**config.mk**
```make
export PLATFORM = sky130hd
export DESIGN_NAME = credits_mixer
export DESIGN_NICKNAME = d
export VERILOG_FILES = /design/src/rtl/video_pkg.sv /design/src/rtl/credits_mixer.sv
export SDC_FILE = /design/constraint.sdc
export NUM_CORES = 1
export LEC_CHECK = 0
export ABC_AREA = 0
export ABC_CLOCK_PERIOD_IN_PS = 1650
export BUFFER_PORTS_ARGS = -buffer_cell sky130_fd_sc_hd__buf_2
export CAP_MARGIN = 20
export CORE_ASPECT_RATIO = 0.5
export CORE_MARGIN = 4
export CORE_UTILIZATION = 56
export DETAILED_ROUTE_END_ITERATION = 12
export PLACE_DENSITY_LB_ADDON = 0.15
export SLEW_MARGIN = 5
export SYNTH_ARGS = -nofsm -noshare
export SYNTH_HDL_FRONTEND = slang
export SYNTH_SLANG_ARGS = --single-unit
```
**constraint.sdc**
```tcl
create_clock -name clk -period 1.65 [get_ports clk]
set_input_delay 0.33 -clock clk [delete_from_list [all_inputs] [get_ports clk]]
set_output_delay 0.33 -clock clk [all_outputs]
set_load 0.005 [all_outputs]
```
**src/rtl/video_pkg.sv**
```systemverilog
`default_nettype none

package video_pkg;

    localparam int COLW = 4; // bits per colour component

    // red in the top bits, then green, then blue
    typedef logic [3*COLW-1:0] rgb_t;

    typedef logic [1:0] pal_idx_t;

    // glyph colours picked by the message entry
    localparam rgb_t PAL0 = {4'hf, 4'h0, 4'h0}; // red
    localparam rgb_t PAL1 = {4'h0, 4'hf, 4'h0}; // green
    localparam rgb_t PAL2 = {4'h3, 4'h3, 4'hf}; // blue, lifted a little
    localparam rgb_t PAL3 = {4'hf, 4'hf, 4'hf}; // white

    // pxl_cen stages from rgb_in to rgb_out
    localparam int PIPE_DEPTH = 3;

endpackage

`default_nettype wire

```
**src/rtl/credits_mixer.sv**
```systemverilog
`default_nettype none

module credits_mixer
    import video_pkg::*;
(
    input  wire           clk,
    input  wire           pxl_cen,
    input  wire           hb,
    input  wire           vb,
    input  wire rgb_t     rgb_in,
    input  wire           enable,
    input  wire           glyph_on,
    input  wire pal_idx_t glyph_pal,
    output logic          hb_out,
    output logic          vb_out,
    output rgb_t          rgb_out
);

    localparam int STAGES = PIPE_DEPTH - 1; // output register is the last stage

    rgb_t              rgb_dly [STAGES];
    logic [STAGES-1:0] hb_dly, vb_dly;
    rgb_t              held;
    rgb_t              dim;
    rgb_t              mixed;

    assign held = rgb_dly[STAGES-1];

    // half brightness per component
    always_comb begin
        for (int i = 0; i < 3; i++) begin
            dim[i*COLW +: COLW] = held[i*COLW +: COLW] >> 1;
        end
    end

    always_comb begin
        mixed = dim;
        if (glyph_on) begin
            case (glyph_pal)
                2'd0:    mixed = PAL0;
                2'd1:    mixed = PAL1;
                2'd2:    mixed = PAL2;
                default: mixed = PAL3;
            endcase
        end
    end

    always_ff @(posedge clk) begin
        if (pxl_cen) begin
            rgb_dly[0] <= rgb_in;
            hb_dly[0]  <= hb;
            vb_dly[0]  <= vb;
            for (int i = 1; i < STAGES; i++) begin
                rgb_dly[i] <= rgb_dly[i-1];
                hb_dly[i]  <= hb_dly[i-1];
                vb_dly[i]  <= vb_dly[i-1];
            end
            hb_out  <= hb_dly[STAGES-1];
            vb_out  <= vb_dly[STAGES-1];
            rgb_out <= enable ? mixed : held;
        end
    end

endmodule

`default_nettype wire

```
=== Word-level counts from Yosys, hierarchy flattened ===
Memory sizes are Yosys's and may differ from the RTL's.
Cells that the tools add are included.

* RAM bits: 24
* Word-level logic and storage cells: 14
* Memories kept: 1
* Bits of input ports: 20
* Output and inout bits: 14
* Bits in registers: 18

* Equality and inequality tests: 2
* Reduce and logical (&&, ||, !) cells: 1
* Mux-type cells: 5

{| class="wikitable"
|+ Memory list
! name !! depth !! bits a word !! read ports !! clocked after Yosys merged registers in !! write ports !! RTL line !! text
|-
| rgb_dly || 2 || 12 || 2 || 0 || 2 || credits_mixer.sv:21 || <nowiki>rgb_t rgb_dly [STAGES];</nowiki>
|}

{| class="wikitable"
|+ Operator list
! kind !! number
|-
| 12-bit one-hot mux with 3 select lines || 1
|-
| 12-bit two-way mux || 2
|-
| 2-bit by 1-bit equality test with 1-bit output (second input constant) || 1
|-
| 2-bit equality test (second input constant) || 1
|-
| 2-bit zero test || 1
|-
| 1-bit two-way mux || 2
|}

=== Longest topological paths before layout ===
* Word-level depth: 4
* Depth in mapped cells: 4

=== Worst setup path before layout ===
OpenSTA, ideal clock, no wires.

* Kind: input -> register
* From: input glyph_pal[0]
* To: register rgb_out[10] (data pin)
* Path slack: 0.513 ns
* Library setup time: 0.255 ns
* Stages on the path: 4
* Data arrival time: 0.882 ns
* Cells stage by stage: inv_1 > ha_1 > nand2_1 > a31o_1

* Word-level cells in the longest chain between the ends: 4

{| class="wikitable"
|+ Ends and longest elaborated chain
! item !! RTL line !! text
|-
| from (decl) || credits_mixer.sv:13 || <nowiki>input wire pal_idx_t glyph_pal,</nowiki>
|-
| 2-bit equality test, or another cell as far along || credits_mixer.sv:39 || <nowiki>case (glyph_pal)</nowiki>
|-
| 12-bit one-hot mux with 3 select lines (*) || credits_mixer.sv:39 ||
|-
| 12-bit two-way mux (*) || credits_mixer.sv:38 || <nowiki>if (glyph_on) begin</nowiki>
|-
| 12-bit two-way mux (*) || credits_mixer.sv:60 || <nowiki>rgb_out <= enable ? mixed : held;</nowiki>
|-
| to (signal assigned) || credits_mixer.sv:60 ||
|-
| to (decl) || credits_mixer.sv:16 || <nowiki>output rgb_t rgb_out</nowiki>
|}

Every way passes the cells marked *; elsewhere a longest branch is shown, timed or not.
A chain may end at the register's enable or synchronous reset.

=== Worst setup path in the final report ===
* From: register vb_out
* To: output vb_out

{| class="wikitable"
|+ RTL lines
! item !! RTL line !! text
|-
| from (decl) || credits_mixer.sv:15 || <nowiki>output logic vb_out,</nowiki>
|-
| from (signal assigned) || credits_mixer.sv:59 || <nowiki>vb_out <= vb_dly[STAGES-1];</nowiki>
|}

No word-level cell between the ends.

==> out/results.tsv <==
metric	value	unit
Max Slew Vio Count	0	
Clock Path Buffers	2	
Hold Startpoint	rgb_in[6]	
total grt overflow	0	
post-synthesis cell count	91	
cts hold-fix bufs	0	
Die Footprint	0.00377	mm²
Tmin final	1.12	ns
FP Rows	13	
DRC	0	
clk sinks	42	
die height	45.4	µm
Largest stage delay, worst path	0.37	ns
DP Worst Slack	0.266	ns
Hold Path End	rgb_dly[0][6]	
Initial Util	59.6	%
GR Util met1	15.9	%
Worst Hold Class	in2reg	
routability cong.	0.792	
WHS	0.218	ns
syn_nets	115	
Final Worst Setup Slack	0.531	ns
Setup crit start kind	register	
initial antenna violation count	0	
final worst path period share	67.8	%
Antenna Nets Post-Route	0	
endpoints failing setup	0	
clk_skew	0.00422	ns
CP max FO	1	
nature of the critical path endpoint	output pin	
synthesized area per cell	17.3	µm²
Ys Warns	0	
DR vias/cell	4.95	
cell family with most CP delay	flip-flops	
grt met3 use	6.50	%
core area	0.00264	mm²
crit path kind	reg2out	
Synth Register Bits	42	
fraction of layout cells with a size suffix above 1	31.5	%
port bufs	33	
DP Cell Count	159	
Max VDD drop	0.000639	V
Tot Pwr	0.00204	W
Root Buffer	clkbuf_8	
FILL cells	191	
register area share after synthesis	80.3	%
CTS tree	yes	
antenna cells	0	
RSZ-0062 raised after global routing	false	
R2R cell count	2	
drt initial violations	30	
number of global-route vias before repair	793	
routed vias	827	
TNS Setup	0	ns
WP buf/inv	1	
Post-Route WL	2220	µm
status	finished clean	
Leak Pwr	0.734	nW
Worst EP arrival	0.79	ns
worst-skew pair later-pin latency	0.28	ns
busiest grt layer	met2	
first-pass GRT wire length	3580	µm
Unique masters post-synth	19	
setup bufs post-CTS	0	
Final Hold Viols	0	
# IOs	34	
Reg clk slew, reported paths	0.07	ns
Final Non-Filler Cells	167	
wire length per cell	13.3	µm
Detail Placement HPWL	1520	µm
DIE WIDTH	82.9	µm
Max Cap Viol	0	
# resized after CTS	0	
total track usage	13.4	%
Critical Path RT	1.32	ns
Layout area overhead	18.4	%
crit path cell chain	buf_2	
fmax	0.893	GHz
relative slew slack	76.9	%
Final #Nets	153	
FF-to-FF End	rgb_out[5]	
Crit-path slowest cell	edfxtp_1	
Worst-Margin Slew	0.347	ns
H-tree depth	2	
Num CTS Buffers	5	
pwr/cell area	1100	mW/mm²
Hold Path Depth	1	
largest net degree at the start of global routing	43	
routing usage on met2	19.9	%
FF-to-FF setup slack	0.57	ns
RR Startpoint	rgb_dly[0][18]	
1st-pass router iterations	4	
synthesized cell area	0.00157	mm²
## per-layer routing
layer / vias to the layer above / part of all wire [%]
met2: 38 / 43
li1: 408 / -
met4: 0 / 2.2
met5: - / 0
met1: 374 / 45
met3: 7 / 9.8
## synthesized netlist by cell type (all sizes together)
master,instances,area [µm²]
nand2b,3,18.8
nand2,3,11.3
buf,3,23.8
nor3b,1,12.5
edfxtp,42,1260
nor2,4,15.0
mux2i,1,10.0
a31oi,2,12.5
o22ai,5,31.3
a31o,3,26.3
inv,8,30.0
nand3,1,5.00
a21oi,1,5.00
or2,3,18.8
ha,4,50.1
o21ai,4,20.0
nor2b,3,18.8
## placed cells by master, fill, tap and decap left out
cell type  synthesis  final
nor3b_2            1      1
buf_2              1     33
clkinv_2           0      1
a31oi_1            2      2
clkbuf_1           0      1
or2_1              3      3
ha_1               4      4
nand3_1            1      1
a31o_1             3      3
o21ai_0            4      4
nand2b_1           3      3
clkbuf_8           0      5
a21oi_1            1      1
mux2i_1            1      1
buf_12             0      1
nor2_1             4      4
nand2_1            3      3
nor2b_1            3      3
clkinv_1           0      1
o22ai_1            5      5
edfxtp_1          42     42
inv_1              8      8
## worst max-delay path by stage
stage | endpoint | startpoint | slack (ns) | cells past startpoint
final | vb_out | vb_out | 0.53 | 1
after global routing | vb_out | vb_out | 0.48 | 1
after CTS | vb_out | vb_out | 0.51 | 1
after detailed placement | rgb_out[2] | glyph_pal[0] | 0.27 | 5
after global placement | rgb_out[1] | glyph_pal[0] | 0.32 | 5
after floorplan | rgb_out[10] | glyph_pal[0] | 0.51 | 4
## cell families (layout without fill, tap and decap cells)
kind of cell	Yosys count	in the layout	share of synthesized area, %
flip-flops	42	42	80.3
buffers and inverters	11	50	3.43
adder cells (fa/ha/maj)	4	4	3.19
AO/OA/AOI/OAI	15	15	6.06
AND/OR/NAND/NOR	18	18	6.37
multiplexers	1	1	0.637
## area by class of cell
| cell class | count | area (µm²) | area share, % |
|---|---|---|---|
| Clock buffer | 6 | 72.6 | 3.90 |
| Clock inverter | 2 | 8.76 | 0.471 |
| Inverter | 8 | 30.0 | 1.62 |
| Multi-Input combinational cell | 38 | 255 | 13.7 |
| Sequential cell | 42 | 1260 | 67.8 |
| Tap cell | 37 | 46.3 | 2.49 |
| Timing Repair Buffer | 34 | 185 | 9.96 |
## power breakdown
part / internal [W] / switching [W]
combinational: 0.0000654 / 0.0000753
sequential: 0.00127 / 0.0000221
clock: 0.000291 / 0.000316
total: 0.00162 / 0.000414
## state kept, by name, indices dropped and copies added, names as in the netlist
register and cells:
rgb_dly 24, rgb_out 12, hb_dly 2, vb_dly 2
hb_out 1, vb_out 1
## stage by stage
step | utilization, % | cell area, µm²
after floorplan | - | 1570
after global placement | 67.5 | 1780
after detailed placement | 67.5 | 1780
after CTS | 70.6 | 1860
after global routing | 70.6 | 1860
final | 70.6 | 1860
Note: power is estimated with default switching activity, not from simulation.
