==> src/rtl/text_pkg.sv <==
`default_nettype none

package text_pkg;

    // message layout, 64 rows of 32 characters
    localparam int MSG_COLS  = 32;
    localparam int MSG_ROWS  = 64;
    localparam int MSG_DEPTH = MSG_COLS * MSG_ROWS;

    // 128 characters, 8 rows each
    localparam int FONT_CHARS = 128;
    localparam int FONT_DEPTH = FONT_CHARS * 8;

    typedef logic [$clog2(MSG_DEPTH)-1:0]  msg_addr_t;  // row * 32 + column
    typedef logic [$clog2(FONT_DEPTH)-1:0] font_addr_t; // code * 8 + glyph row
    typedef logic [7:0] font_row_t;                     // bit 7 is the leftmost pixel
    typedef logic [8:0] scroll_t;                       // wraps over 512 lines
    typedef logic [3:0] speed_t;

    typedef struct packed {
        logic [1:0] pal;
        logic [6:0] code;
    } msg_entry_t;

    // AXI4-Lite register map
    localparam int AXI_AW = 16;
    localparam int AXI_DW = 32;

    localparam logic [AXI_AW-1:0] CTRL_ADDR = 16'h0000;
    localparam logic [AXI_AW-1:0] FONT_BASE = 16'h1000; // 0x1000..0x1ffc
    localparam logic [AXI_AW-1:0] MSG_BASE  = 16'h2000; // 0x2000..0x3ffc
    localparam logic [AXI_AW-1:0] MAP_END   = 16'h4000; // SLVERR from here up

    localparam int CTRL_EN_BIT  = 0;
    localparam int CTRL_SPD_LSB = 4;

    localparam logic [1:0] RESP_OKAY   = 2'b00;
    localparam logic [1:0] RESP_SLVERR = 2'b10;

endpackage

`default_nettype wire

==> src/rtl/credits_regs.sv <==
`default_nettype none

module credits_regs
    import text_pkg::*;
(
    input  wire                 clk,
    input  wire                 rst,
    // write address and data
    input  wire [AXI_AW-1:0]    awaddr,
    input  wire                 awvalid,
    output logic                awready,
    input  wire [AXI_DW-1:0]    wdata,
    input  wire                 wvalid,
    output logic                wready,
    // write response
    output logic [1:0]          bresp,
    output logic                bvalid,
    input  wire                 bready,
    // read
    input  wire [AXI_AW-1:0]    araddr,
    input  wire                 arvalid,
    output logic                arready,
    output logic [AXI_DW-1:0]   rdata,
    output logic [1:0]          rresp,
    output logic                rvalid,
    input  wire                 rready,
    // memory write ports
    output logic                msg_we,
    output msg_addr_t           msg_waddr,
    output msg_entry_t          msg_wdata,
    output logic                font_we,
    output font_addr_t          font_waddr,
    output font_row_t           font_wdata,
    // control
    output logic                enable,
    output speed_t              speed
);

    logic wr_hs, rd_hs;
    logic wr_in_map, rd_in_map;
    logic [AXI_DW-1:0] ctrl_word;

    assign wr_hs     = awvalid && awready && wvalid && wready;
    assign rd_hs     = arvalid && arready;
    assign wr_in_map = awaddr < MAP_END;
    assign rd_in_map = araddr < MAP_END;

    always_comb begin
        ctrl_word = '0;
        ctrl_word[CTRL_EN_BIT] = enable;
        ctrl_word[CTRL_SPD_LSB +: $bits(speed_t)] = speed;
    end

    // AW and W are taken together, one write in flight
    always_ff @(posedge clk) begin
        if (rst) begin
            awready <= 1'b0;
            wready  <= 1'b0;
            bvalid  <= 1'b0;
            bresp   <= RESP_OKAY;
            msg_we  <= 1'b0;
            font_we <= 1'b0;
            enable  <= 1'b0;
            speed   <= '0;
        end else begin
            msg_we  <= 1'b0;
            font_we <= 1'b0;
            if (wr_hs) begin
                awready <= 1'b0;
                wready  <= 1'b0;
                bvalid  <= 1'b1;
                bresp   <= wr_in_map ? RESP_OKAY : RESP_SLVERR;
                if (awaddr == CTRL_ADDR) begin
                    enable <= wdata[CTRL_EN_BIT];
                    speed  <= wdata[CTRL_SPD_LSB +: $bits(speed_t)];
                end
                font_we <= awaddr[15:12] == FONT_BASE[15:12];
                msg_we  <= awaddr[15:13] == MSG_BASE[15:13]; // covers 0x2000..0x3fff
            end else if (!bvalid && !awready && awvalid && wvalid) begin
                awready <= 1'b1;
                wready  <= 1'b1;
            end else if (bvalid && bready) begin
                bvalid <= 1'b0;
            end
        end
    end

    always_ff @(posedge clk) begin
        if (wr_hs) begin
            msg_waddr  <= awaddr[2 +: $bits(msg_addr_t)];  // word stride
            msg_wdata  <= msg_entry_t'(wdata[$bits(msg_entry_t)-1:0]);
            font_waddr <= awaddr[2 +: $bits(font_addr_t)];
            font_wdata <= wdata[$bits(font_row_t)-1:0];
        end
    end

    always_ff @(posedge clk) begin
        if (rst) begin
            arready <= 1'b0;
            rvalid  <= 1'b0;
            rresp   <= RESP_OKAY;
        end else if (rd_hs) begin
            arready <= 1'b0;
            rvalid  <= 1'b1;
            rresp   <= rd_in_map ? RESP_OKAY : RESP_SLVERR;
        end else if (!rvalid && !arready && arvalid) begin
            arready <= 1'b1;
        end else if (rvalid && rready) begin
            rvalid <= 1'b0;
        end
    end

    // only the control register reads back
    always_ff @(posedge clk) begin
        if (rd_hs) begin
            rdata <= (araddr == CTRL_ADDR) ? ctrl_word : '0;
        end
    end

endmodule

`default_nettype wire

==> config.mk <==
export PLATFORM = sky130hd
export DESIGN_NAME = credits_regs
export DESIGN_NICKNAME = d
export VERILOG_FILES = /design/src/rtl/text_pkg.sv /design/src/rtl/credits_regs.sv
export SDC_FILE = /design/constraint.sdc
export NUM_CORES = 1
export LEC_CHECK = 0
export ABC_AREA = 1
export BUFFER_PORTS_ARGS = -buffer_cell sky130_fd_sc_hd__buf_2
export CELL_PAD_IN_SITES_DETAIL_PLACEMENT = 1
export CELL_PAD_IN_SITES_GLOBAL_PLACEMENT = 2
export CORE_MARGIN = 4
export CORE_UTILIZATION = 20
export CTS_BUF_LIST = sky130_fd_sc_hd__clkbuf_2
export CTS_CLUSTER_SIZE = 25
export DETAILED_ROUTE_END_ITERATION = 6
export GPL_TIMING_DRIVEN = 0
export PLACE_DENSITY = 0.84
export REMOVE_ABC_BUFFERS = 1
export SLEW_MARGIN = 40
export SYNTH_ARGS = -nofsm -noshare
export SYNTH_HDL_FRONTEND = slang
export SYNTH_SLANG_ARGS = --single-unit
==> constraint.sdc <==
create_clock -name clk -period 1.95 [get_ports clk]
set_input_delay 0.195 -clock clk [delete_from_list [all_inputs] [get_ports clk]]
set_output_delay 0.195 -clock clk [all_outputs]
set_load 0.01 [all_outputs]
== After elaboration in Yosys (flattened, before gate mapping) ==
Cells that the tools add are included.

* Register bits after elaboration: 85
* Bits in latches: 0
* Memory bits (writable): 0
* ROM bits: 0
* Bits of input ports: 71
* Output and inout bits: 86
* Memories: 0

* $add $sub $neg: 0
* Multipliers: 0
* Div/mod/pow operators: 0
* $lt $le $gt $ge: 2
* Eq/ne operators: 4
* Shifts and indexed selects: 0
* Muxes and demuxes: 8
* Bitwise operators: 1
* Reduce and logical (&&, ||, !) cells: 25

{| class="wikitable"
|+ Operator list
! operator !! count
|-
| $logic_not 16->1 || 2
|-
| $lt 16x15->1 const B || 2
|-
| $logic_and 1x1->1 || 11
|-
| $mux 1 || 6
|-
| $reduce_and 2->1 || 3
|-
| $reduce_or 2->1 || 3
|-
| $eq 4x1->1 const B || 1
|-
| $logic_not 1->1 || 4
|-
| $mux 2 || 2
|-
| $ne 2x2->1 const B || 2
|-
| $reduce_bool 2->1 || 2
|-
| $eq 3x1->1 const B || 1
|-
| $not 1->1 || 1
|}

== Longest topological paths before layout ==
Gate-level depths: netlist (run 1).

* Word-level depth: 6
* Depth in mapped cells: 7
* Depth with buffers taken out: 7

== Worst setup path after synthesis (run 1) ==
Ideal clock, no wire load.

* Path type: register to register
* From: register wready
* To: register font_we
* Setup time: 0.092 ns
* Arrival: 1.382 ns
* Data required time: 1.858 ns
* Path slack: 0.476 ns
* Stages on the path, launching flop included: 5
* Buffers on the path: 0
* Period minus slack after synthesis: 1.474 ns
* Path through: dfxtp_1 nand3_4 inv_1 nand2_1 nor4_1

* Longest elaborated chain between the ends: 5

{| class="wikitable"
|+ Ends and longest elaborated chain
! what !! line !! source
|-
| start, declared || credits_regs.sv:14 || <nowiki>output logic wready,</nowiki>
|-
| start signal, assigned || credits_regs.sv:58 || <nowiki>wready <= 1'b0;</nowiki>
|-
| start signal, assigned || credits_regs.sv:70 || <nowiki>wready <= 1'b0;</nowiki>
|-
| start signal, assigned || credits_regs.sv:81 || <nowiki>wready <= 1'b1;</nowiki>
|-
| $logic_and 1x1->1 (2 in a row) || n/a ||
|-
| $logic_and 1x1->1 * || credits_regs.sv:43 || <nowiki>assign wr_hs = awvalid && awready && wvalid && wready;</nowiki>
|-
| via wr_hs || credits_regs.sv:39 || <nowiki>logic wr_hs, rd_hs;</nowiki>
|-
| $not 1->1 (no source line) * || n/a ||
|-
| $reduce_or 2->1 (no source line) * || n/a ||
|-
| end signal, assigned || credits_regs.sv:77 || <nowiki>font_we <= awaddr[15:12] == FONT_BASE[15:12];</nowiki>
|-
| end, declared || credits_regs.sv:31 || <nowiki>output logic font_we,</nowiki>
|}

Mark *: on every way through the listed nets, which the timed path passes. The rest lies on a longest branch.
A chain may end at the register's enable or synchronous reset.

== Worst setup path after layout (run 1) ==
* From: register wready
* To: register bvalid

* Elaborated cells on any way between the ends: 11
* Classes of those cells: 1 x eq/ne; 1 x mux; 9 x reduce/logical

{| class="wikitable"
|+ RTL lines
! what !! line !! source
|-
| $logic_and 1x1->1 (2 in a row) || n/a ||
|-
| $logic_and 1x1->1 * || credits_regs.sv:43 ||
|-
| via wr_hs || credits_regs.sv:39 ||
|-
| $ne 2x2->1 (no source line) / $reduce_bool 2->1 (equally long branches) || n/a ||
|-
| $reduce_and 2->1 (no source line) || n/a ||
|-
| end signal, assigned || credits_regs.sv:59 || <nowiki>bvalid <= 1'b0;</nowiki>
|-
| end signal, assigned || credits_regs.sv:71 || <nowiki>bvalid <= 1'b1;</nowiki>
|-
| end signal, assigned || credits_regs.sv:83 || <nowiki>bvalid <= 1'b0;</nowiki>
|-
| end, declared || credits_regs.sv:17 || <nowiki>output logic bvalid,</nowiki>
|}

Marks and branches as above.

==> results of run 1 <==
cells in the mapped netlist:
library cell / instances / area share
and2_0: 1 / 0.0034
nand2_1: 14 / 0.029
buf_4: 48 / 0.20
o31ai_1: 1 / 0.0041
nand4_1: 6 / 0.021
edfxtp_1: 25 / 0.41
nand2_2: 2 / 0.0068
nor3_1: 2 / 0.0055
a21oi_1: 2 / 0.0055
inv_1: 22 / 0.045
nor2_1: 25 / 0.051
nand3b_1: 1 / 0.0041
buf_2: 1 / 0.0027
o21ai_0: 2 / 0.0055
nand3_1: 1 / 0.0027
conb_1: 1 / 0.0021
nor4_1: 3 / 0.010
dfxtp_1: 13 / 0.14
nand3_4: 2 / 0.019
nor2_4: 1 / 0.0062
nor2_8: 2 / 0.022
a31oi_1: 1 / 0.0034
kinds of logic after synthesis:
kind of cell / share of synthesized area
buffers and inverters: 0.2452
flip-flops: 0.5534
AO/OA/AOI/OAI: 0.01850
other: 0.002053
AND/OR/NAND/NOR: 0.1808
critical path: stages (launching register included):
cell and delay (ns):
dfxtp_1 0.40, nand3_4 0.13, clkinvlp_4 0.43, nand2_1 0.33, o31ai_1 0.11
cell type report:
type	count	area share
flip-flops and latches	38	0.4012
clock inverters	2	0.01341
inverters	22	0.03426
clock buffers	6	0.01192
well taps	108	0.05362
repair buffers	127	0.2979
multi-input cells	95	0.1877
how the worst max path moves through the flow:
stage | startpoint | endpoint | slack, ns
final | wready | bvalid | 0.46
after global routing | wready | font_we | 0.23
after CTS | wready | font_we | 0.37
after detailed placement | wready | font_we | 0.02
after global placement | wready | font_we | 0.13
after floorplan | wready | font_we | 0.41
timing repair:
| action | 4_1_cts | 5_1_grt |
|---|---|---|
| setup endpoints to repair | 1 | 0 |
| resized for setup | 1 | 0 |
| hold buffers | 23 | 0 |
| hold endpoints to repair | 25 | 0 |
registers in the layout (all words and copies together), names as in the netlist:
name and count:
msg_waddr 11, msg_wdata 8, rdata 5, speed 4
arready 1, bresp 1, bvalid 1, enable 1
font_wdata 1, font_we 1, msg_we 1, rresp 1
rvalid 1, wready 1
metal layers:
layer	share of wire	vias up	GRT usage
met5	0	-	0
met4	0.016	0	0.03419
met3	0.069	7	0.02488
met2	0.54	67	0.1766
met1	0.38	665	0.09655
li1	-	709	-
metrics by stage:
| step | cell area [sq um] | utilization | setup slack, ns |
|---|---|---|---|
| CTS | 2520 | 0.2862 | 0.3690 |
| global placement | 2222 | 0.2523 | 0.1295 |
| global route | 2520 | 0.2862 | 0.2340 |
| detailed placement | 2222 | 0.2523 | 0.02293 |
| floorplan | 1567 | - | 0.4082 |
| finish | 2520 | 0.2862 | 0.4638 |
report_power, final:
| part | total, mW | switching [mW] | internal, mW | leakage, nW |
|---|---|---|---|---|
| combinational | 0.201 | 0.109 | 0.0921 | 0.852 |
| sequential | 0.885 | 0.00883 | 0.876 | 0.334 |
| clock | 0.481 | 0.262 | 0.219 | 0.0406 |
==> metrics, run 1 <==
fin crit period=around 1.5 ns; Max Slew Vio Count=0; register area share after synthesis=0.5534; setup slack, reg-to-reg=~0.46 ns; setup bufs post-CTS=0; Lkg Pwr=1.227 nW; most frequent cells in the layout=buf_2, conb_1, nor2_1, edfxtp_1, dlygate4sd3_1; Max Fclk=between 600 and 700 MHz; Initial DRC Count=32; Tot Pwr=1.567 mW; Routed Antenna Nets=0; layout cells sized above 1=0.4103; total track usage=0.09262; Min-Delay Endpoint=msg_we; register area=1011 sq um; number of buffers created by CTS=5; Clk Latency, worst-skew pair=between 0.3 and 0.4 ns; Layout area overhead=37.95%; core box area=about 8800 sq um; placer congestion estimate=between 0.7 and 0.8; Crit. End Element=flop; gr ovfl total=0; DR WL/cell=12.60 um; CTS tree=done; Initial Utilization=0.2074; area of the multi-input gates=about 470 sq um; cell count after synthesis=between 150 and 200; CTS H-tree depth=2; Syn. warnings=0; Hold Path Class=in2reg; Post-Syn Area=around 1800 sq um; Worst-Margin Slew=0.4993 ns; wirelength, routed=5013 um; vias in the first global route=about 1,600; Required @ worst endpoint=~2.2 ns; largest net degree at the start of global routing=23; Seq cells post-synth=38; Synth cell types=22; row cnt=34; die height=slightly above 100 um; WP data arrival=around 1.8 ns; DIE WIDTH=between 100 and 150 um; CTS sink cnt=38; syn_area_per_cell=10.38 sq um; DP Wirelength=between 4000 and 5000 um; vias post-DR=1,448; Filler Cell Count=1,054; WS Path Type=reg2reg; leading cell type in the layout, fill and taps excluded=buf_2; power density over cell area=622.0 nW/um^2; FF-to-FF path depth=4; R2R Path End=bvalid; Die ar.=10,730 sq um; max-cap violations=0; clock-pin slew on the worst setup and hold paths=roughly 0.21 ns; period utilization=0.7622; final hold vios=0; hold path depth=4; Max FO, Critical Path=22; Clock Tree Root=clkbuf_2; RSZ-0062 raised after global routing=no; first-pass GRT wire length=7921 um; initial antenna violation count=0; peak supply drop=0.2547 mV; final setup skew=0.02280 ns; # nets final=360; hold_ws=0.05347 ns; Max-slew headroom=0.6664; worst r2r src=wready; I/O pin total=157; Critical Path Start Type=flop; drt via density=approximately 3.6; final cell count without fillers=398; DRT Pass-1 Iters=3; # placed instances=367; hold path startpoint=awaddr[14]; status=finished, final reports clean; I/O Buffers=around 100; DRC Markers=0; CTS Buffer Depth=2; final setup vio count=0; ANT cells=0; TNS Setup=0 ns
Note: power is estimated with default switching activity, not from simulation.
==> run 2, diff against run 1 <==
ABC_AREA = 0   (was 1)
PLACE_DENSITY = 0.83   (was 0.84)
clock period = 1.55 ns   (was 1.95 ns; I/O delays follow)
==> run 2 against run 1 <==
  * Critical path depth increased by 2
  * Sequential share of layout area increased by 1.6 points
  * Power increased by 14%
  * Hold slack improved by 0.0042 ns
  * Cell count decreased by 9.5%
  * Clock skew decreased by 0.0099 ns
  * Synthesized cell count decreased by 19%
  * Area after synthesis decreased by 4.3%
  * Largest power group unchanged
  * Highest routed layer unchanged
==> metrics, run 2 <==
Required @ worst endpoint=1.85 ns (-0.37 ns); Filler Cell Count=970 (-8.0%); Seq cells post-synth=38 (unchanged); top cells by area, synth=edfxtp_1, buf_4, dfxtp_1; Largest register FFs=11 (unchanged); Layout area overhead=38.80%; final hold vios=0 (unchanged); worst r2r src=wready; hold_ws=0.05767 ns (+0.004194 ns); R2R Path End=speed[0]; max-cap violations=0 (unchanged); WS Path Type=in2reg; Post-synth EDFFs=25 (unchanged); Min-Delay Endpoint=arready; Die ar.=10,300 sq um (-4.0%); Max Fclk=around 700 MHz; Cell Chain, Critical Path=dlygate4sd3_1 -> buf_2 -> nor4_2 -> nand4_2 -> nor2_8 -> mux2i_1; ANT cells=0 (unchanged); gr ovfl total=0 (unchanged); initial antenna violation count=0 (unchanged); vias post-DR=1,325 (-8.5%); hold path depth=3 (-1); Syn. warnings=0 (unchanged); # nets final=325 (-9.7%); Max Slew Vio Count=0 (unchanged); core box area=8341 sq um (-5.3%); CTS Buffer Depth=2 (unchanged); wirelength, routed=4673 um (-6.8%); RSZ-0062 raised after global routing=no; top cell type's share of synthesized area=0.4295 (+0.01853); Final Cell Area=2426 sq um (-3.7%); Synth cell types=23 (+4.5%); final setup skew=0.01290 ns (-0.009898 ns); DRT Pass-1 Iters=4 (+1); DP Wirelength=3589 um (-11%); count leader, synth=buf_4; Initial Utilization=0.2096 (+0.002126); cell accounting for the most synthesized area=edfxtp_1; top cells by count, synth=buf_4, edfxtp_1, dfxtp_1; setup bufs post-CTS=0 (unchanged); area of the multi-input gates=489.2 sq um (+3.4%); Clk Latency, worst-skew pair=0.37 ns (about the same); register area share after synthesis=0.5784 (+0.02496); CP max-delay cell=dlygate4sd3_1; FF-to-FF path depth=4 (unchanged); setup slack, reg-to-reg=0.17 ns (-0.29 ns); Max FO, Critical Path=5 (-77%); largest net degree at the start of global routing=22 (-4.3%); vias in the first global route=1,304 (-19%); period utilization=0.9264; DRC Markers=0 (unchanged); I/O pin total=157 (unchanged); worst setup margin=0.1141 ns (-0.3497 ns); register area=1012 sq um (+0.12%); Hold Path Class=in2reg; Clock Tree Root=clkbuf_2; syn_area_per_cell=12.31 sq um (+19%); drt via density=3.681 (+1.2%); row cnt=33 (-2.9%); Initial DRC Count=20 (-38%); Main synth FF type=edfxtp_1; hold path startpoint=arvalid; status=finished, final reports clean; clock-pin slew on the worst setup and hold paths=0.19 ns (-0.02 ns); placer congestion estimate=0.6710 (-4.5%); fin crit period=approximately 1.4 ns; first-pass GRT wire length=6575 um (-17%); leading cell type in the layout, fill and taps excluded=buf_2; total track usage=0.08277 (-0.009848); die height=101.5 um (-2.0%); slowest stage delay, CP=0.54 ns (+0.11 ns); FFs w/ async S/R, synth=0 (unchanged); layout cells sized above 1=0.4745 (+0.06416); number of buffers created by CTS=5 (unchanged); most frequent cells in the layout=buf_2, conb_1, edfxtp_1, dlygate4sd3_1, dfxtp_1; peak supply drop=0.2223 mV (-13%); Crit. End Element=flop; CTS sink cnt=38 (unchanged); Post-Place Worst Slack=0.03228 ns (+0.009347 ns); Critical Path Start Type=input pin; Routed Antenna Nets=0 (unchanged); DIE WIDTH=101.5 um (-2.0%); WP data arrival=1.74 ns (about the same); Biggest register=msg_waddr; Lkg Pwr=1.123 nW (-8.5%); Post-Syn Area=1748 sq um (-4.3%); cell count after synthesis=142 (-19%); CTS tree=done; DR WL/cell=12.98 um (+3.1%); CTS H-tree depth=2 (unchanged); final setup vio count=0 (unchanged); I/O Buffers=104 (unchanged); Placed Instance Area=2141 sq um (-3.7%); TNS Setup=0 ns (unchanged); power density over cell area=733.4 nW/um^2 (+18%); top flop regs=msg_waddr x11, msg_wdata x8, rdata x5
[run 2: cell types whose count changed in the layout (fill, tap and decap cells not counted), sizes merged, moves of 2 or more]
cell,before,now
nand2,16,1
nand2b,0,11
nand3,3,1
and2,1,6
nor4,3,7
inv,21,1
mux2i,0,6
nand4,6,1
nor2,28,9
[run 2: stage by stage]
step / utilization / std cells / total power [mW]
final: 0.2909 / 360 / 1.779
after global routing: 0.2909 / 360 / 1.883
after CTS: 0.2885 / 360 / 1.813
after detailed placement: 0.2567 / 330 / 1.321
after global placement: 0.2567 / 330 / 1.314
after floorplan: - / 121 / 1.211
[run 2: cell type report]
class | instances | share of cell area
timing repair buffer | 126 | 0.3053
sequential | 38 | 0.4172
tap | 105 | 0.05415
inverter | 2 | 0.004642
multi-input combinational | 81 | 0.2016
clock buffer | 5 | 0.01031
clock inverter | 3 | 0.006704
[run 2: critical path: cells and delay by family]
family / cells / cell delay, ns
buffers and inverters: 2 / 0.68
multiplexers: 1 / 0.19
AND/OR/NAND/NOR: 3 / 0.71
[run 2: kinds of logic (layout without fill, tap and decap cells)]
kind of cell,after synthesis,in the layout,synth area share
multiplexers,6,6,0.03436
other,1,29,0.002145
AO/OA/AOI/OAI,5,5,0.01574
AND/OR/NAND/NOR,41,41,0.1568
buffers and inverters,51,136,0.2126
flip-flops,38,38,0.5784
[run 2: how the worst max path moves through the flow]
stage,start,end
finish,awaddr[7],speed[0]
global route,awaddr[7],speed[3]
CTS,awaddr[3],speed[0]
detailed placement,wready,msg_wdata[3]
global placement,wready,font_wdata[6]
floorplan,wready,font_wdata[6]
[run 2: routing by layer]
metal  track usage  wire length [um]
met1       0.08147              1603
met2        0.1630              2482
met3       0.02617               557
met4       0.02454                30
met5             0                 0
[run 2: where the power goes]
part           internal [mW]  switching [mW]  total, mW
clock                  0.103           0.329      0.432
sequential              1.10          0.0103       1.11
combinational          0.115           0.123      0.237
total                   1.32           0.462       1.78
[run 2: repair_timing]
| item | in CTS | in global routing |
|---|---|---|
| gates resized for setup | 1 | 5 |
| cloned | 0 | 0 |
| endpoints found under the setup margin | 7 | 5 |
| hold buffers | 22 | 0 |
| hold endpoints to repair | 25 | 0 |
