===== config.mk =====
export PLATFORM = sky130hd
export DESIGN_NAME = credits_scan
export DESIGN_NICKNAME = d
export VERILOG_FILES = /design/src/rtl/text_pkg.sv /design/src/rtl/video_pkg.sv /design/src/rtl/credits_scan.sv
export SDC_FILE = /design/constraint.sdc
export NUM_CORES = 1
export LEC_CHECK = 0
export ABC_AREA = 0
export BUFFER_PORTS_ARGS = -buffer_cell sky130_fd_sc_hd__buf_2
export CORE_MARGIN = 4
export CORE_UTILIZATION = 58
export CTS_BUF_LIST = sky130_fd_sc_hd__clkbuf_4 sky130_fd_sc_hd__clkbuf_8
export DETAILED_ROUTE_END_ITERATION = 12
export HOLD_SLACK_MARGIN = 0.12
export PLACE_DENSITY = 0.84
export SETUP_SLACK_MARGIN = 0.15
export SYNTH_ARGS = -nofsm -noshare
export SYNTH_HDL_FRONTEND = slang
export SYNTH_SLANG_ARGS = --single-unit
export TNS_END_PERCENT = 30

===== constraint.sdc =====
create_clock -name clk -period 2.4 [get_ports clk]
set_clock_uncertainty 0.05 [all_clocks]
set_input_delay 0.48 -clock clk [delete_from_list [all_inputs] [get_ports clk]]
set_output_delay 0.48 -clock clk [all_outputs]
set_load 0.01 [all_outputs]

===== src/rtl/text_pkg.sv =====
`default_nettype none

package text_pkg;

    // message layout, 64 rows of 32 characters
    localparam int MSG_COLS  = 32;
    localparam int MSG_ROWS  = 64;
    localparam int MSG_DEPTH = MSG_COLS * MSG_ROWS;

    // 128 characters, 8 rows each
    localparam int FONT_CHARS = 128;
    localparam int FONT_DEPTH = FONT_CHARS * 8;

    typedef logic [$clog2(MSG_DEPTH)-1:0]  msg_addr_t;  // row * 32 + column
    typedef logic [$clog2(FONT_DEPTH)-1:0] font_addr_t; // code * 8 + glyph row
    typedef logic [7:0] font_row_t;                     // bit 7 is the leftmost pixel
    typedef logic [8:0] scroll_t;                       // wraps over 512 lines
    typedef logic [3:0] speed_t;

    typedef struct packed {
        logic [1:0] pal;
        logic [6:0] code;
    } msg_entry_t;

    // AXI4-Lite register map
    localparam int AXI_AW = 16;
    localparam int AXI_DW = 32;

    localparam logic [AXI_AW-1:0] CTRL_ADDR = 16'h0000;
    localparam logic [AXI_AW-1:0] FONT_BASE = 16'h1000; // 0x1000..0x1ffc
    localparam logic [AXI_AW-1:0] MSG_BASE  = 16'h2000; // 0x2000..0x3ffc
    localparam logic [AXI_AW-1:0] MAP_END   = 16'h4000; // SLVERR from here up

    localparam int CTRL_EN_BIT  = 0;
    localparam int CTRL_SPD_LSB = 4;

    localparam logic [1:0] RESP_OKAY   = 2'b00;
    localparam logic [1:0] RESP_SLVERR = 2'b10;

endpackage

`default_nettype wire


===== src/rtl/video_pkg.sv =====
`default_nettype none

package video_pkg;

    localparam int COLW = 4; // bits per colour component

    // red in the top bits, then green, then blue
    typedef logic [3*COLW-1:0] rgb_t;

    typedef logic [1:0] pal_idx_t;

    // glyph colours picked by the message entry
    localparam rgb_t PAL0 = {4'hf, 4'h0, 4'h0}; // red
    localparam rgb_t PAL1 = {4'h0, 4'hf, 4'h0}; // green
    localparam rgb_t PAL2 = {4'h3, 4'h3, 4'hf}; // blue, lifted a little
    localparam rgb_t PAL3 = {4'hf, 4'hf, 4'hf}; // white

    // pxl_cen stages from rgb_in to rgb_out
    localparam int PIPE_DEPTH = 3;

endpackage

`default_nettype wire


===== src/rtl/credits_scan.sv =====
`default_nettype none

module credits_scan
    import video_pkg::*;
    import text_pkg::*;
(
    input  wire         clk,
    input  wire         rst,
    input  wire         pxl_cen,
    input  wire         hb,
    input  wire         vb,
    input  wire speed_t speed,
    output msg_addr_t   msg_raddr,
    input  wire msg_entry_t msg_q,
    output font_addr_t  font_raddr,
    input  wire font_row_t  font_q,
    output logic        glyph_on,
    output pal_idx_t    glyph_pal
);

    logic [7:0] x;          // index of the pixel at the input
    logic       x_over;     // past pixel 255
    logic [7:0] y;
    logic       last_hb, last_vb;
    speed_t     frame_cnt;
    scroll_t    scroll;
    scroll_t    eff;        // line within the message
    logic [8:0] col_ahead;
    font_row_t  shift;
    pal_idx_t   pal;
    logic       vis;

    assign eff        = scroll + scroll_t'(y);
    assign col_ahead  = {1'b0, x} + 9'd3; // msg then font read, 3 pixels of lead
    assign font_raddr = {msg_q.code, eff[2:0]};

    always_ff @(posedge clk) begin
        if (rst) begin
            x         <= '0;
            x_over    <= 1'b0;
            y         <= '0;
            last_hb   <= 1'b0;
            last_vb   <= 1'b0;
            frame_cnt <= '0;
            scroll    <= '0;
            vis       <= 1'b0;
            glyph_on  <= 1'b0;
        end else if (pxl_cen) begin
            last_hb <= hb;
            last_vb <= vb;
            if (hb) begin
                x      <= '0;
                x_over <= 1'b0;
            end else if (x == 8'hff) begin
                x_over <= 1'b1;
            end else begin
                x <= x + 8'd1;
            end
            if (vb) begin
                y <= '0;
            end else if (hb && !last_hb) begin
                y <= y + 8'd1;
            end
            // scroll one line every speed+1 frames
            if (vb && !last_vb) begin
                if (frame_cnt >= speed) begin
                    frame_cnt <= '0;
                    scroll    <= scroll + scroll_t'(1);
                end else begin
                    frame_cnt <= frame_cnt + speed_t'(1);
                end
            end
            vis      <= !hb && !vb && !x_over;
            glyph_on <= shift[7] && vis; // pixel now in mixer stage 2
        end
    end

    always_ff @(posedge clk) begin
        if (pxl_cen) begin
            msg_raddr <= {eff[8:3], col_ahead[7:3]};
            glyph_pal <= pal;
            if (x[2:0] == 3'd0) begin
                shift <= font_q;
                pal   <= msg_q.pal;
            end else begin
                shift <= shift << 1;
            end
        end
    end

endmodule

`default_nettype wire


* Yosys cells after proc, flatten, opt, wreduce, memory -nomap -nowiden
Index checks and enable logic that the tools add are counted. W data, S select, Z words.
Storage, ports and cells: register bits 57, bits of input ports 26, logic and storage cells 50
Cells by class: add/sub/neg operators 6, $lt $le $gt $ge 1, equality and inequality tests 2, muxes and demuxes 8, reductions and logical operators 19
Operator list (count):
- $mux W8 | 5
- $add A8 B1 Y8 const B | 2
- $reduce_and A2 Y1 | 5
- $add A9 B1 Y9 const B | 1
- $add A9 B8 Y9 | 1
- $add A8 B2 Y8 const B | 1
- $eq A8 B8 Y1 const B | 1
- $logic_and A1 B1 Y1 | 5
- $logic_not A1 Y1 | 5
- $add A4 B1 Y4 const B | 1
- $ge A4 B4 Y1 | 1
- $mux W4 | 1
- $reduce_bool A2 Y1 | 2
- $logic_not A3 Y1 | 1
- $reduce_and A3 Y1 | 1
- $mux W1 | 2
- $ne A2 B2 Y1 const B | 1

* Depth between registers and ports, before layout
Gate-level depths: netlist of the first run.
depth in word-level cells 4, mapped depth 8

* Worst setup path after synthesis of the first run
OpenSTA, ideal clock, no wires.
path kind input -> register, start in speed[0], end reg frame_cnt[3], arrival 1.847 ns, setup slack 0.432 ns, stages on the path 6, path through ha_1 -> nand2b_4 -> a2111oi_4 -> o21ai_2 -> or3_1 -> a21oi_1
Between the ends: word-level cells in the longest chain between the ends 2
Ends and longest elaborated chain:
- start: declaration | line credits_scan.sv:12 | input wire speed_t speed,
- $ge A4 B4 Y1 | line credits_scan.sv:66 | if (frame_cnt >= speed) begin
- $mux W4 | line credits_scan.sv:66
- end signal: assignment | line credits_scan.sv:70 | frame_cnt <= frame_cnt + speed_t'(1);
- end: declaration | line credits_scan.sv:25 | speed_t frame_cnt;
Every way passes these cells. A chain may end at the register's enable or synchronous reset.

* Worst setup path in the final report of the first run
start reg scroll[0], end out font_raddr[2]
Between the ends: word-level cells in the longest chain between the ends 1
Ends and longest elaborated chain:
- start: declaration | line credits_scan.sv:26 | scroll_t scroll;
- start signal: assignment | line credits_scan.sv:68 | scroll <= scroll + scroll_t'(1);
- $add A9 B8 Y9 | line credits_scan.sv:33 | assign eff = scroll + scroll_t'(y);
- end: declaration | line credits_scan.sv:15 | output font_addr_t font_raddr,
Every way passes these cells.

==> metrics.yaml, run 1 <==
syn_inst: 305
required_ns: 1.87
irDropWorstVdd_mv: 0.2775
ff2ff_setup_slack_ns: 0.28
max_slew_margin_pct: 68.07
synth-seq-area-share_pct: 45.10
power.density_nw_per_um2: 613.1
h-tree-depth: 3
ios: 50
coreArea_um2: 5107
crit_start: "scroll[0]"
leakage_nw: 1.375
worst_setup_path_start_kind: "flip-flop"
rsz0062_at_grt: "false"
cp_cell_sequence: "ha_1 > fa_1 > xor2_1 > buf_2"
synth_edf_count: 23
syn_avg_cell_area_um2: 9.969
syn_nets: 350
yosysTopAreaCell: "edfxtp_1"
endpoint_kind: "output port"
reg2reg_depth: 7
ys_top_cells_by_area: "edfxtp_1, dfxtp_1, ha_1"
finalCritPeriodShare_pct: 90.26
numCtsBuffers: 9
synth_seq_cells: 57
regToRegStartpoint: "scroll[0]"
io_buffers: 35
dr.pass1.iters: 4
drive_above_1_share_pct: 21.30
clock.fmax_mhz: 461.6
yosysTopAreaCellShare_pct: 22.72
post_cts_buffers: 0
rows: 26
place_hpwl_um: 4109
grt_usage_pct: 20.10
min_path_cells: 1
synth_area_um2: 3040
final_cells: 408
num_vias: 2280
start_util_pct: 59.53
drcViolationCount: 0
clk_root_buffer_cell: "clkbuf_8"
grt_pass1_vias: 2262
endpoint: "font_raddr[2]"
post_drt_wl_per_cell_um: 14.41
dp_slack_ns: 0.2241
fin_util_pct: 66.61
die-width_um: 80.40
antenna_found_initial: 0
ant_nets: 0
hold_ws_ns: 0.2738
cts_tree: "built"
period_needed_ns: 2.166
cts_sinks: 57
grt-ovfl-total: 0
r2r-end: "msg_raddr[10]"
insertion_delay_ns: 0.33
area_growth_syn_to_layout_pct: 11.89
yosysWarnings: 0
die_h_um: 80.40
synthFlopType: "dfxtp_1"
clk_pin_slew_ns: 0.07
antenna_cells: 0
synthArstFlopShare_pct: 0
cts_resized: 0
cts_hold_buffers: 0
grt_max_degree: 35
routed_wl_um: 5881
drtIter0Drc: 134
place_congestion: 0.8510
layout_commonest_cell: "buf_2"
crit_fanout: 6
place_area_um2: 3204
total_power_mw: 2.086
fin_ws_ns: 0.2338
min_path_type: "in -> reg"
drv_slew: 0
drv_cap: 0
finalInstanceArea_um2: 3402
grt_pass1_wl_um: 10030
critPathKind: "reg -> out"
mostFrequentLayoutCells: "buf_2, nor2_1, dfxtp_1"
dpl.cell_count: 392
cp_slowest_cell: "fa_1"
slowest_delay_ns: 0.41
die_area_um2: 6464
hold_viol: 0
cts_buffer_depth: 2
worstPathArrival_ns: 1.64
nFillCells: 414
setup-tns-final_ns: 0
worstMarginPinSlew_ns: 0.4740
layout.nets: 378
status: "completed"
ys_types: 50
setup_viol: 0
viasPerCell: 5.588
## cell type report
| class | count | area [um2] | area share [%] |
|---|---|---|---|
| Multi-Input combinational cell | 213 | 1484 | 43.62 |
| Clock inverter | 7 | 71.32 | 2.096 |
| Clock buffer | 9 | 123.9 | 3.641 |
| Inverter | 11 | 41.29 | 1.214 |
| Sequential cell | 57 | 1374 | 40.38 |
| Timing Repair Buffer | 41 | 220.2 | 6.473 |
| Tap cell | 70 | 87.58 | 2.574 |
## critical path, delay by kind of cell (launching register included)
family	cells	cell delay [ns]
adder cells (fa/ha/maj)	2	0.63
flip-flops	1	0.36
XOR/XNOR	1	0.17
buffers and inverters	1	0.14
## registers in the layout, summed over array words and instances, names as in the netlist
signal,count
last_vb,1
pal,2
msg_raddr,11
vis,1
glyph_on,1
scroll,9
frame_cnt,4
last_hb,1
x,8
x_over,1
y,8
shift,8
glyph_pal,2
## Yosys cell counts, drive strengths merged (2+ instances only)
cell and n:
a211oi 2, a21oi 17, a2bb2oi 2, a31oi 2, and2 5, and3 4
buf 16, clkbuf 8, dfxtp 34, edfxtp 23, ha 18, inv 11
mux2 8, mux2i 3, nand2 16, nand2b 2, nand3 15, nand3b 2
nand4 6, nor2 32, nor2b 3, nor3 12, nor4 2, nor4b 2
o211ai 3, o21a 3, o21ai 10, o21bai 3, xnor2 17, xor2 9
## worst min path at each step
stage	start	end	slack, ns
finish	msg_q[7]	pal[0]	0.27
global route	msg_q[7]	pal[0]	0.26
CTS	msg_q[7]	pal[0]	0.26
detailed placement	pal[0]	glyph_pal[0]	0.37
global placement	pal[1]	glyph_pal[1]	0.35
floorplan	pal[0]	glyph_pal[0]	0.35
## kinds of logic (layout without fill, tap and decap cells)
logic type      count (synthesis)  in the layout  share of synthesized area (%)
simple gates                  107            107                          17.98
fa+ha+maj                      19             19                          8.066
xor+xnor                       26             26                          7.490
mux                            11             11                          3.951
flops                          57             57                          45.10
compound gates                 50             50                          11.32
buf+inv                        35             68                          6.090
## where the power goes
| part | switching, mW | internal, mW | total [mW] |
|---|---|---|---|
| combinational | 0.0952 | 0.0739 | 0.169 |
| sequential | 0.0144 | 1.04 | 1.06 |
| clock | 0.386 | 0.476 | 0.862 |
| total | 0.496 | 1.59 | 2.09 |
## routing by layer
layer	share of wire [%]	GRT usage (%)	vias to the layer above
met3	4.5	3.700	18
met2	49	33.69	57
met1	44	24.66	1071
met4	2.1	9.966	0
li1	-	-	1134
met5	0	0	-
No activity file was read; power rests on OpenSTA's default activity.
==> run 2, diff against run 1 <==
--- a/config.mk
+++ b/config.mk
@@ -8,11 +8,10 @@
 export ABC_AREA = 0
 export BUFFER_PORTS_ARGS = -buffer_cell sky130_fd_sc_hd__buf_2
 export CORE_MARGIN = 4
-export CORE_UTILIZATION = 58
-export CTS_BUF_LIST = sky130_fd_sc_hd__clkbuf_4 sky130_fd_sc_hd__clkbuf_8
+export CORE_UTILIZATION = 56
 export DETAILED_ROUTE_END_ITERATION = 12
 export HOLD_SLACK_MARGIN = 0.12
-export PLACE_DENSITY = 0.84
+export PLACE_DENSITY = 0.81
 export SETUP_SLACK_MARGIN = 0.15
 export SYNTH_ARGS = -nofsm -noshare
 export SYNTH_HDL_FRONTEND = slang
==> run 2 against run 1 <==
- sequential power is essentially flat
- clock power down 2.8%
- register-to-register slack improved by 0.06 ns
- largest power group unchanged
- critical endpoint unchanged
- via count fell by 0.79%
- global-route usage is 0.85 points lower
- critical path depth stayed put
- count of clock-buffer cells in the layout unchanged
- worst setup slack better by 0.026 ns
- power is 1.5% lower
- combinational power is 6% lower
==> metrics.yaml, run 2 (synthesis gave the netlist of run 1 again) <==
drv_slew: 0  # unchanged
cts_hold_buffers: 0  # unchanged
grt_pass1_vias: 2126  # -6.0%
coreArea_um2: 5172  # +1.3%
endpoint_kind: "output port"
num_vias: 2262  # -0.79%
crit_fanout: 6  # unchanged
die_area_um2: 6672  # +3.2%
min_from: "msg_q[7]"
cts_sinks: 57  # unchanged
antenna_cells: 0  # unchanged
drive_above_1_share_pct: 20.83  # -0.47 points
post_drt_wl_per_cell_um: 14.35  # -0.41%
worstPathArrival_ns: 1.61  # -0.03 ns
worstHoldEndpoint: "pal[0]"
insertion_delay_ns: 0.33  # about the same
rows: 26  # unchanged
regMostFlops: "msg_raddr"
clk_root_buffer_cell: "clkbuf_8"
crit_family: "adder cells"
worstMarginPinSlew_ns: 0.7582  # +0.2843 ns
place_congestion: 0.8295  # -2.5%
hold_viol: 0  # unchanged
required_ns: 1.87  # about the same
drv_cap: 0  # unchanged
place_hpwl_um: 4111  # about the same
irDropWorstVdd_mv: 0.3373  # +22%
path_buf_inv: 1  # unchanged
layout.nets: 376  # -0.53%
total_power_mw: 2.053  # -1.5%
clk_pin_slew_ns: 0.06  # about the same
critPathKind: "reg -> out"
routed_wl_um: 5828  # -0.90%
r2r-end: "msg_raddr[10]"
numCtsBuffers: 9  # unchanged
post_cts_buffers: 0  # unchanged
pwr-share-comb_pct: 7.7  # -0.4 points
grt_usage_pct: 19.25  # -0.85 points
p_seq_share_pct: 51.4  # +0.8 points
rsz0062_at_grt: "false"
clockPowerShare_pct: 40.8  # -0.5 points
antenna_found_initial: 0  # unchanged
die_h_um: 81.69  # +1.6%
status: "completed"
ff2ff_setup_slack_ns: 0.34  # +0.06 ns
power.density_nw_per_um2: 607.2  # -0.96%
swShare_pct: 23.17  # -0.59 points
setup_viol: 0  # unchanged
cts_resized: 0  # unchanged
worst_setup_path_start_kind: "flip-flop"
drcViolationCount: 0  # unchanged
cts_tree: "built"
h-tree-depth: 3  # unchanged
ant_nets: 0  # unchanged
p_int_mw: 1.578  # -0.79%
min_path_cells: 1  # unchanged
regToRegStartpoint: "y[0]"
die-width_um: 81.69  # +1.6%
grt_max_degree: 24  # -31%
place_area_um2: 3189  # -0.47%
p_sw_uw: 475.8  # -4.0%
reg_top3: "msg_raddr: 11 flops, scroll: 9 flops"
viasPerCell: 5.571  # -0.30%
mostFrequentLayoutCells: "buf_2, dfxtp_1, nor2_1"
dr.pass1.iters: 5  # +1
drtIter0Drc: 106  # -21%
finalCritPeriodShare_pct: 89.18  # -1.1 points
cp_slowest_cell: "fa_2"
setup-tns-final_ns: 0  # unchanged
ios: 50  # unchanged
grt-ovfl-total: 0  # unchanged
max_slew_margin_pct: 49.35  # -19 points
reg2reg_depth: 7  # unchanged
grt_pass1_wl_um: 9666  # -3.6%
leakage_nw: 1.368  # -0.53%
period_needed_ns: 2.140  # -0.02586 ns
largest_reg_flops: 11  # unchanged
cts_buffer_depth: 2  # unchanged
min_path_type: "in -> reg"
io_buffers: 35  # unchanged
clock.fmax_mhz: 467.2  # +1.2%
cp_cell_sequence: "ha_1 > fa_2 > xor2_1 > buf_2"
finalInstanceArea_um2: 3382  # -0.59%
slowest_delay_ns: 0.37  # -0.04 ns
layout_commonest_cell: "buf_2"
start_util_pct: 58.78  # -0.75 points
area_growth_syn_to_layout_pct: 11.23
-- run 2: cell type report --
cell class                 count  area, um2
clock buffer                   9      123.9
clock inverter                 7      61.31
fill                         401       1790
inverter                      11      41.29
multi-input combinational    213       1490
sequential                    57       1373
tap                           70      87.58
timing repair buffer          39      205.2
-- run 2: how the worst max path moves through the flow --
stage / depth (start not counted) / from / endpoint / slack, ns
finish: 4 / y[0] / font_raddr[2] / 0.26
global route: 4 / y[0] / font_raddr[2] / 0.18
CTS: 4 / scroll[0] / font_raddr[2] / 0.20
detailed placement: 8 / speed[0] / frame_cnt[2] / 0.25
global placement: 7 / speed[0] / frame_cnt[3] / 0.31
floorplan: 6 / speed[0] / frame_cnt[3] / 0.43
-- run 2: stage by stage --
stage / worst slack [ns] / util (%) / hold WS [ns] / cells
after detailed placement: 0.2471 / 61.66 / 0.3676 / 390
after global routing: 0.1830 / 65.38 / 0.2675 / 406
after CTS: 0.2011 / 65.24 / 0.2714 / 406
after global placement: 0.3100 / 61.66 / 0.3531 / 390
after floorplan: 0.4323 / - / 0.3503 / 305
final: 0.2596 / 65.38 / 0.2793 / 406
-- run 2: metal layers --
metal  up-vias  wire, um  global-route usage [%]
met5         -         0                       0
met4         0       138                   10.13
met3        12       328                   3.509
met2        71      2926                   31.68
met1      1045      2434                   24.03
li1       1134         -                       -
-- run 2: power by group through the flow --
stage,clock network [mW],registers [mW],logic (mW)
6_report,0.838,1.06,0.159
5_1_grt,0.904,1.06,0.176
4_1_cts,0.856,1.06,0.160
3_5_place_dp,0,1.08,0.160
3_3_place_gp,0,1.08,0.157
2_1_floorplan,0,1.08,0.120
==> run 3, diff against run 2 <==
--- a/config.mk
+++ b/config.mk
@@ -10,6 +10,7 @@
 export CORE_MARGIN = 4
 export CORE_UTILIZATION = 56
 export DETAILED_ROUTE_END_ITERATION = 12
+export GPL_TIMING_DRIVEN = 0
 export HOLD_SLACK_MARGIN = 0.12
 export PLACE_DENSITY = 0.81
 export SETUP_SLACK_MARGIN = 0.15
==> run 3 against run 2 <==
- count of clock-buffer cells in the layout increased by 2
- fmax decreased by 2.5%
- final cell count increased by 6.2%
- sequential share of layout area decreased by 1.5 points
- critical path depth increased by 1
- via count increased by 4.1%
- highest routed layer unchanged
- non-clock buffer count increased by 25
- register-to-register slack improved by 0.02 ns
- largest power group unchanged
- clock power decreased by 2%
==> metrics.yaml, run 3 (synthesis gave the netlist of run 1 again) <==
reg_top3: "msg_raddr: 11 flops, scroll: 9 flops"
die_area_um2: 6672  # unchanged
area_growth_syn_to_layout_pct: 15.56
ant_nets: 0  # unchanged
ios: 50  # unchanged
worstMarginPinSlew_ns: 0.5995  # -0.1587 ns
mostFrequentLayoutCells: "buf_2, nor2_1, dfxtp_1"
cp_cell_sequence: "ha_2 > fa_2 > xor2_1 > buf_4 > buf_2"
slowest_delay_ns: 0.35  # -0.02 ns
setup-tns-final_ns: 0  # unchanged
required_ns: 1.87  # about the same
leakage_nw: 1.451  # +6.1%
min_path_type: "in -> reg"
post_drt_wl_per_cell_um: 13.53  # -5.8%
place_congestion: 0.8266  # -0.35%
die_h_um: 81.69  # unchanged
grt_pass1_wl_um: 9873  # +2.1%
antenna_found_initial: 0  # unchanged
drtIter0Drc: 106  # unchanged
cts_buffer_depth: 2  # unchanged
irDropWorstVdd_mv: 0.3102  # -8.1%
max_slew_margin_pct: 60.03  # +11 points
grt_max_degree: 28  # +17%
viasPerCell: 5.462  # -2.0%
place_hpwl_um: 4130  # +0.45%
critPathKind: "reg -> out"
grt-ovfl-total: 0  # unchanged
numCtsBuffers: 9  # unchanged
worst_setup_path_start_kind: "flip-flop"
die-width_um: 81.69  # unchanged
r2r-end: "x[1]"
largest_reg_flops: 11  # unchanged
min_from: "msg_q[8]"
period_needed_ns: 2.196  # +0.05523 ns
layout.nets: 401  # +6.6%
drcViolationCount: 0  # unchanged
clk_pin_slew_ns: 0.06  # about the same
clock.fmax_mhz: 455.5  # -2.5%
insertion_delay_ns: 0.34  # about the same
coreArea_um2: 5172  # unchanged
total_power_mw: 2.064  # +0.49%
status: "completed"
power.density_nw_per_um2: 587.3  # -3.3%
clk_root_buffer_cell: "clkbuf_8"
rsz0062_at_grt: "false"
endpoint_kind: "output port"
rows: 26  # unchanged
routed_wl_um: 5831  # about the same
regToRegStartpoint: "x[0]"
ff2ff_setup_slack_ns: 0.36  # +0.02 ns
h-tree-depth: 3  # unchanged
grt_usage_pct: 19.49  # +0.24 points
start_util_pct: 58.78  # unchanged
setup_viol: 0  # unchanged
cp_slowest_cell: "dfxtp_2"
num_vias: 2354  # +4.1%
min_path_cells: 1  # unchanged
drv_slew: 0  # unchanged
drv_cap: 0  # unchanged
dr.pass1.iters: 4  # -1
io_buffers: 40  # +14%
worstHoldEndpoint: "pal[1]"
cts_sinks: 57  # unchanged
antenna_cells: 0  # unchanged
layout_commonest_cell: "buf_2"
reg2reg_depth: 6  # -1
regMostFlops: "msg_raddr"
nFillCells: 407  # +1.5%
drive_above_1_share_pct: 23.55  # +2.7 points
worstPathArrival_ns: 1.67  # +0.06 ns
crit_fanout: 6  # unchanged
grt_pass1_vias: 2244  # +5.6%
finalCritPeriodShare_pct: 91.48  # +2.3 points
hold_viol: 0  # unchanged
cts_tree: "built"
## run 3: cell count changes in the layout (fill, tap and decap cells not counted)
cell,previous run,this run
dfxtp_1,33,32
buf_2,35,43
clkbuf_2,0,1
a21oi_2,1,0
dfxtp_2,1,2
buf_4,4,13
a21oi_1,16,17
clkinv_2,4,1
clkinvlp_4,1,0
ha_2,0,1
ha_1,18,17
clkinv_1,1,3
clkbuf_1,0,9
## run 3: where the power goes
part | internal [mW] | switching, mW | total (mW) | leakage (nW)
sequential | 1.04 | 0.0142 | 1.06 | 0.509
combinational | 0.0836 | 0.100 | 0.184 | 0.852
clock | 0.467 | 0.357 | 0.824 | 0.0898
## run 3: worst max-delay path by stage
| stage | cells past startpoint | end | slack [ns] | from |
|---|---|---|---|---|
| 2_1_floorplan | 6 | frame_cnt[3] | 0.43 | speed[0] |
| 3_3_place_gp | 6 | scroll[1] | 0.15 | pxl_cen |
| 3_5_place_dp | 6 | scroll[1] | 0.12 | pxl_cen |
| 4_1_cts | 5 | font_raddr[2] | 0.16 | y[0] |
| 5_1_grt | 5 | font_raddr[2] | 0.16 | y[0] |
| 6_report | 5 | font_raddr[2] | 0.20 | y[0] |
## run 3: layer usage
metal  global-route usage [%]  wire [um]  vias to the layer above
li1                         -          -                     1181
met1                    24.12       2618                     1102
met2                    32.33       2815                       59
met3                    3.728        258                       12
met4                    9.967        139                        0
met5                        0          0                        -
## run 3: layout make-up
type	instances	area, um2	area share [%]
Timing Repair Buffer	40	200.2	5.698
Tap cell	70	87.58	2.493
Multi-Input combinational cell	213	1489	42.38
Clock inverter	5	46.29	1.318
Inverter	11	41.29	1.175
Buffer	24	143.9	4.095
Sequential cell	57	1374	39.10
Clock buffer	11	131.4	3.739
## run 3: what timing repair did
item,4_1_cts,5_1_grt
gates resized for setup,3,1
setup endpoints to repair,1,1
buffers inserted,0,0
gates cloned,0,0
hold buffers,0,0
## run 3: critical path: cells and delay by family (launching register included)
| family | cells | cell delay, ns |
|---|---|---|
| buffers and inverters | 2 | 0.26 |
| flip-flops | 1 | 0.35 |
| adder cells (fa/ha/maj) | 2 | 0.55 |
| XOR/XNOR | 1 | 0.17 |
## run 3: through the flow
stage / util, % / worst slack (ns) / std cells / area (um2) / hold WS [ns]
6_report: 67.92 / 0.2044 / 431 / 3513 / 0.2728
5_1_grt: 67.92 / 0.1631 / 431 / 3513 / 0.2669
4_1_cts: 67.88 / 0.1639 / 431 / 3511 / 0.2615
3_5_place_dp: 64.34 / 0.1152 / 415 / 3328 / 0.3667
3_3_place_gp: 64.34 / 0.1463 / 415 / 3328 / 0.3517
2_1_floorplan: - / 0.4323 / 305 / 3040 / 0.3503
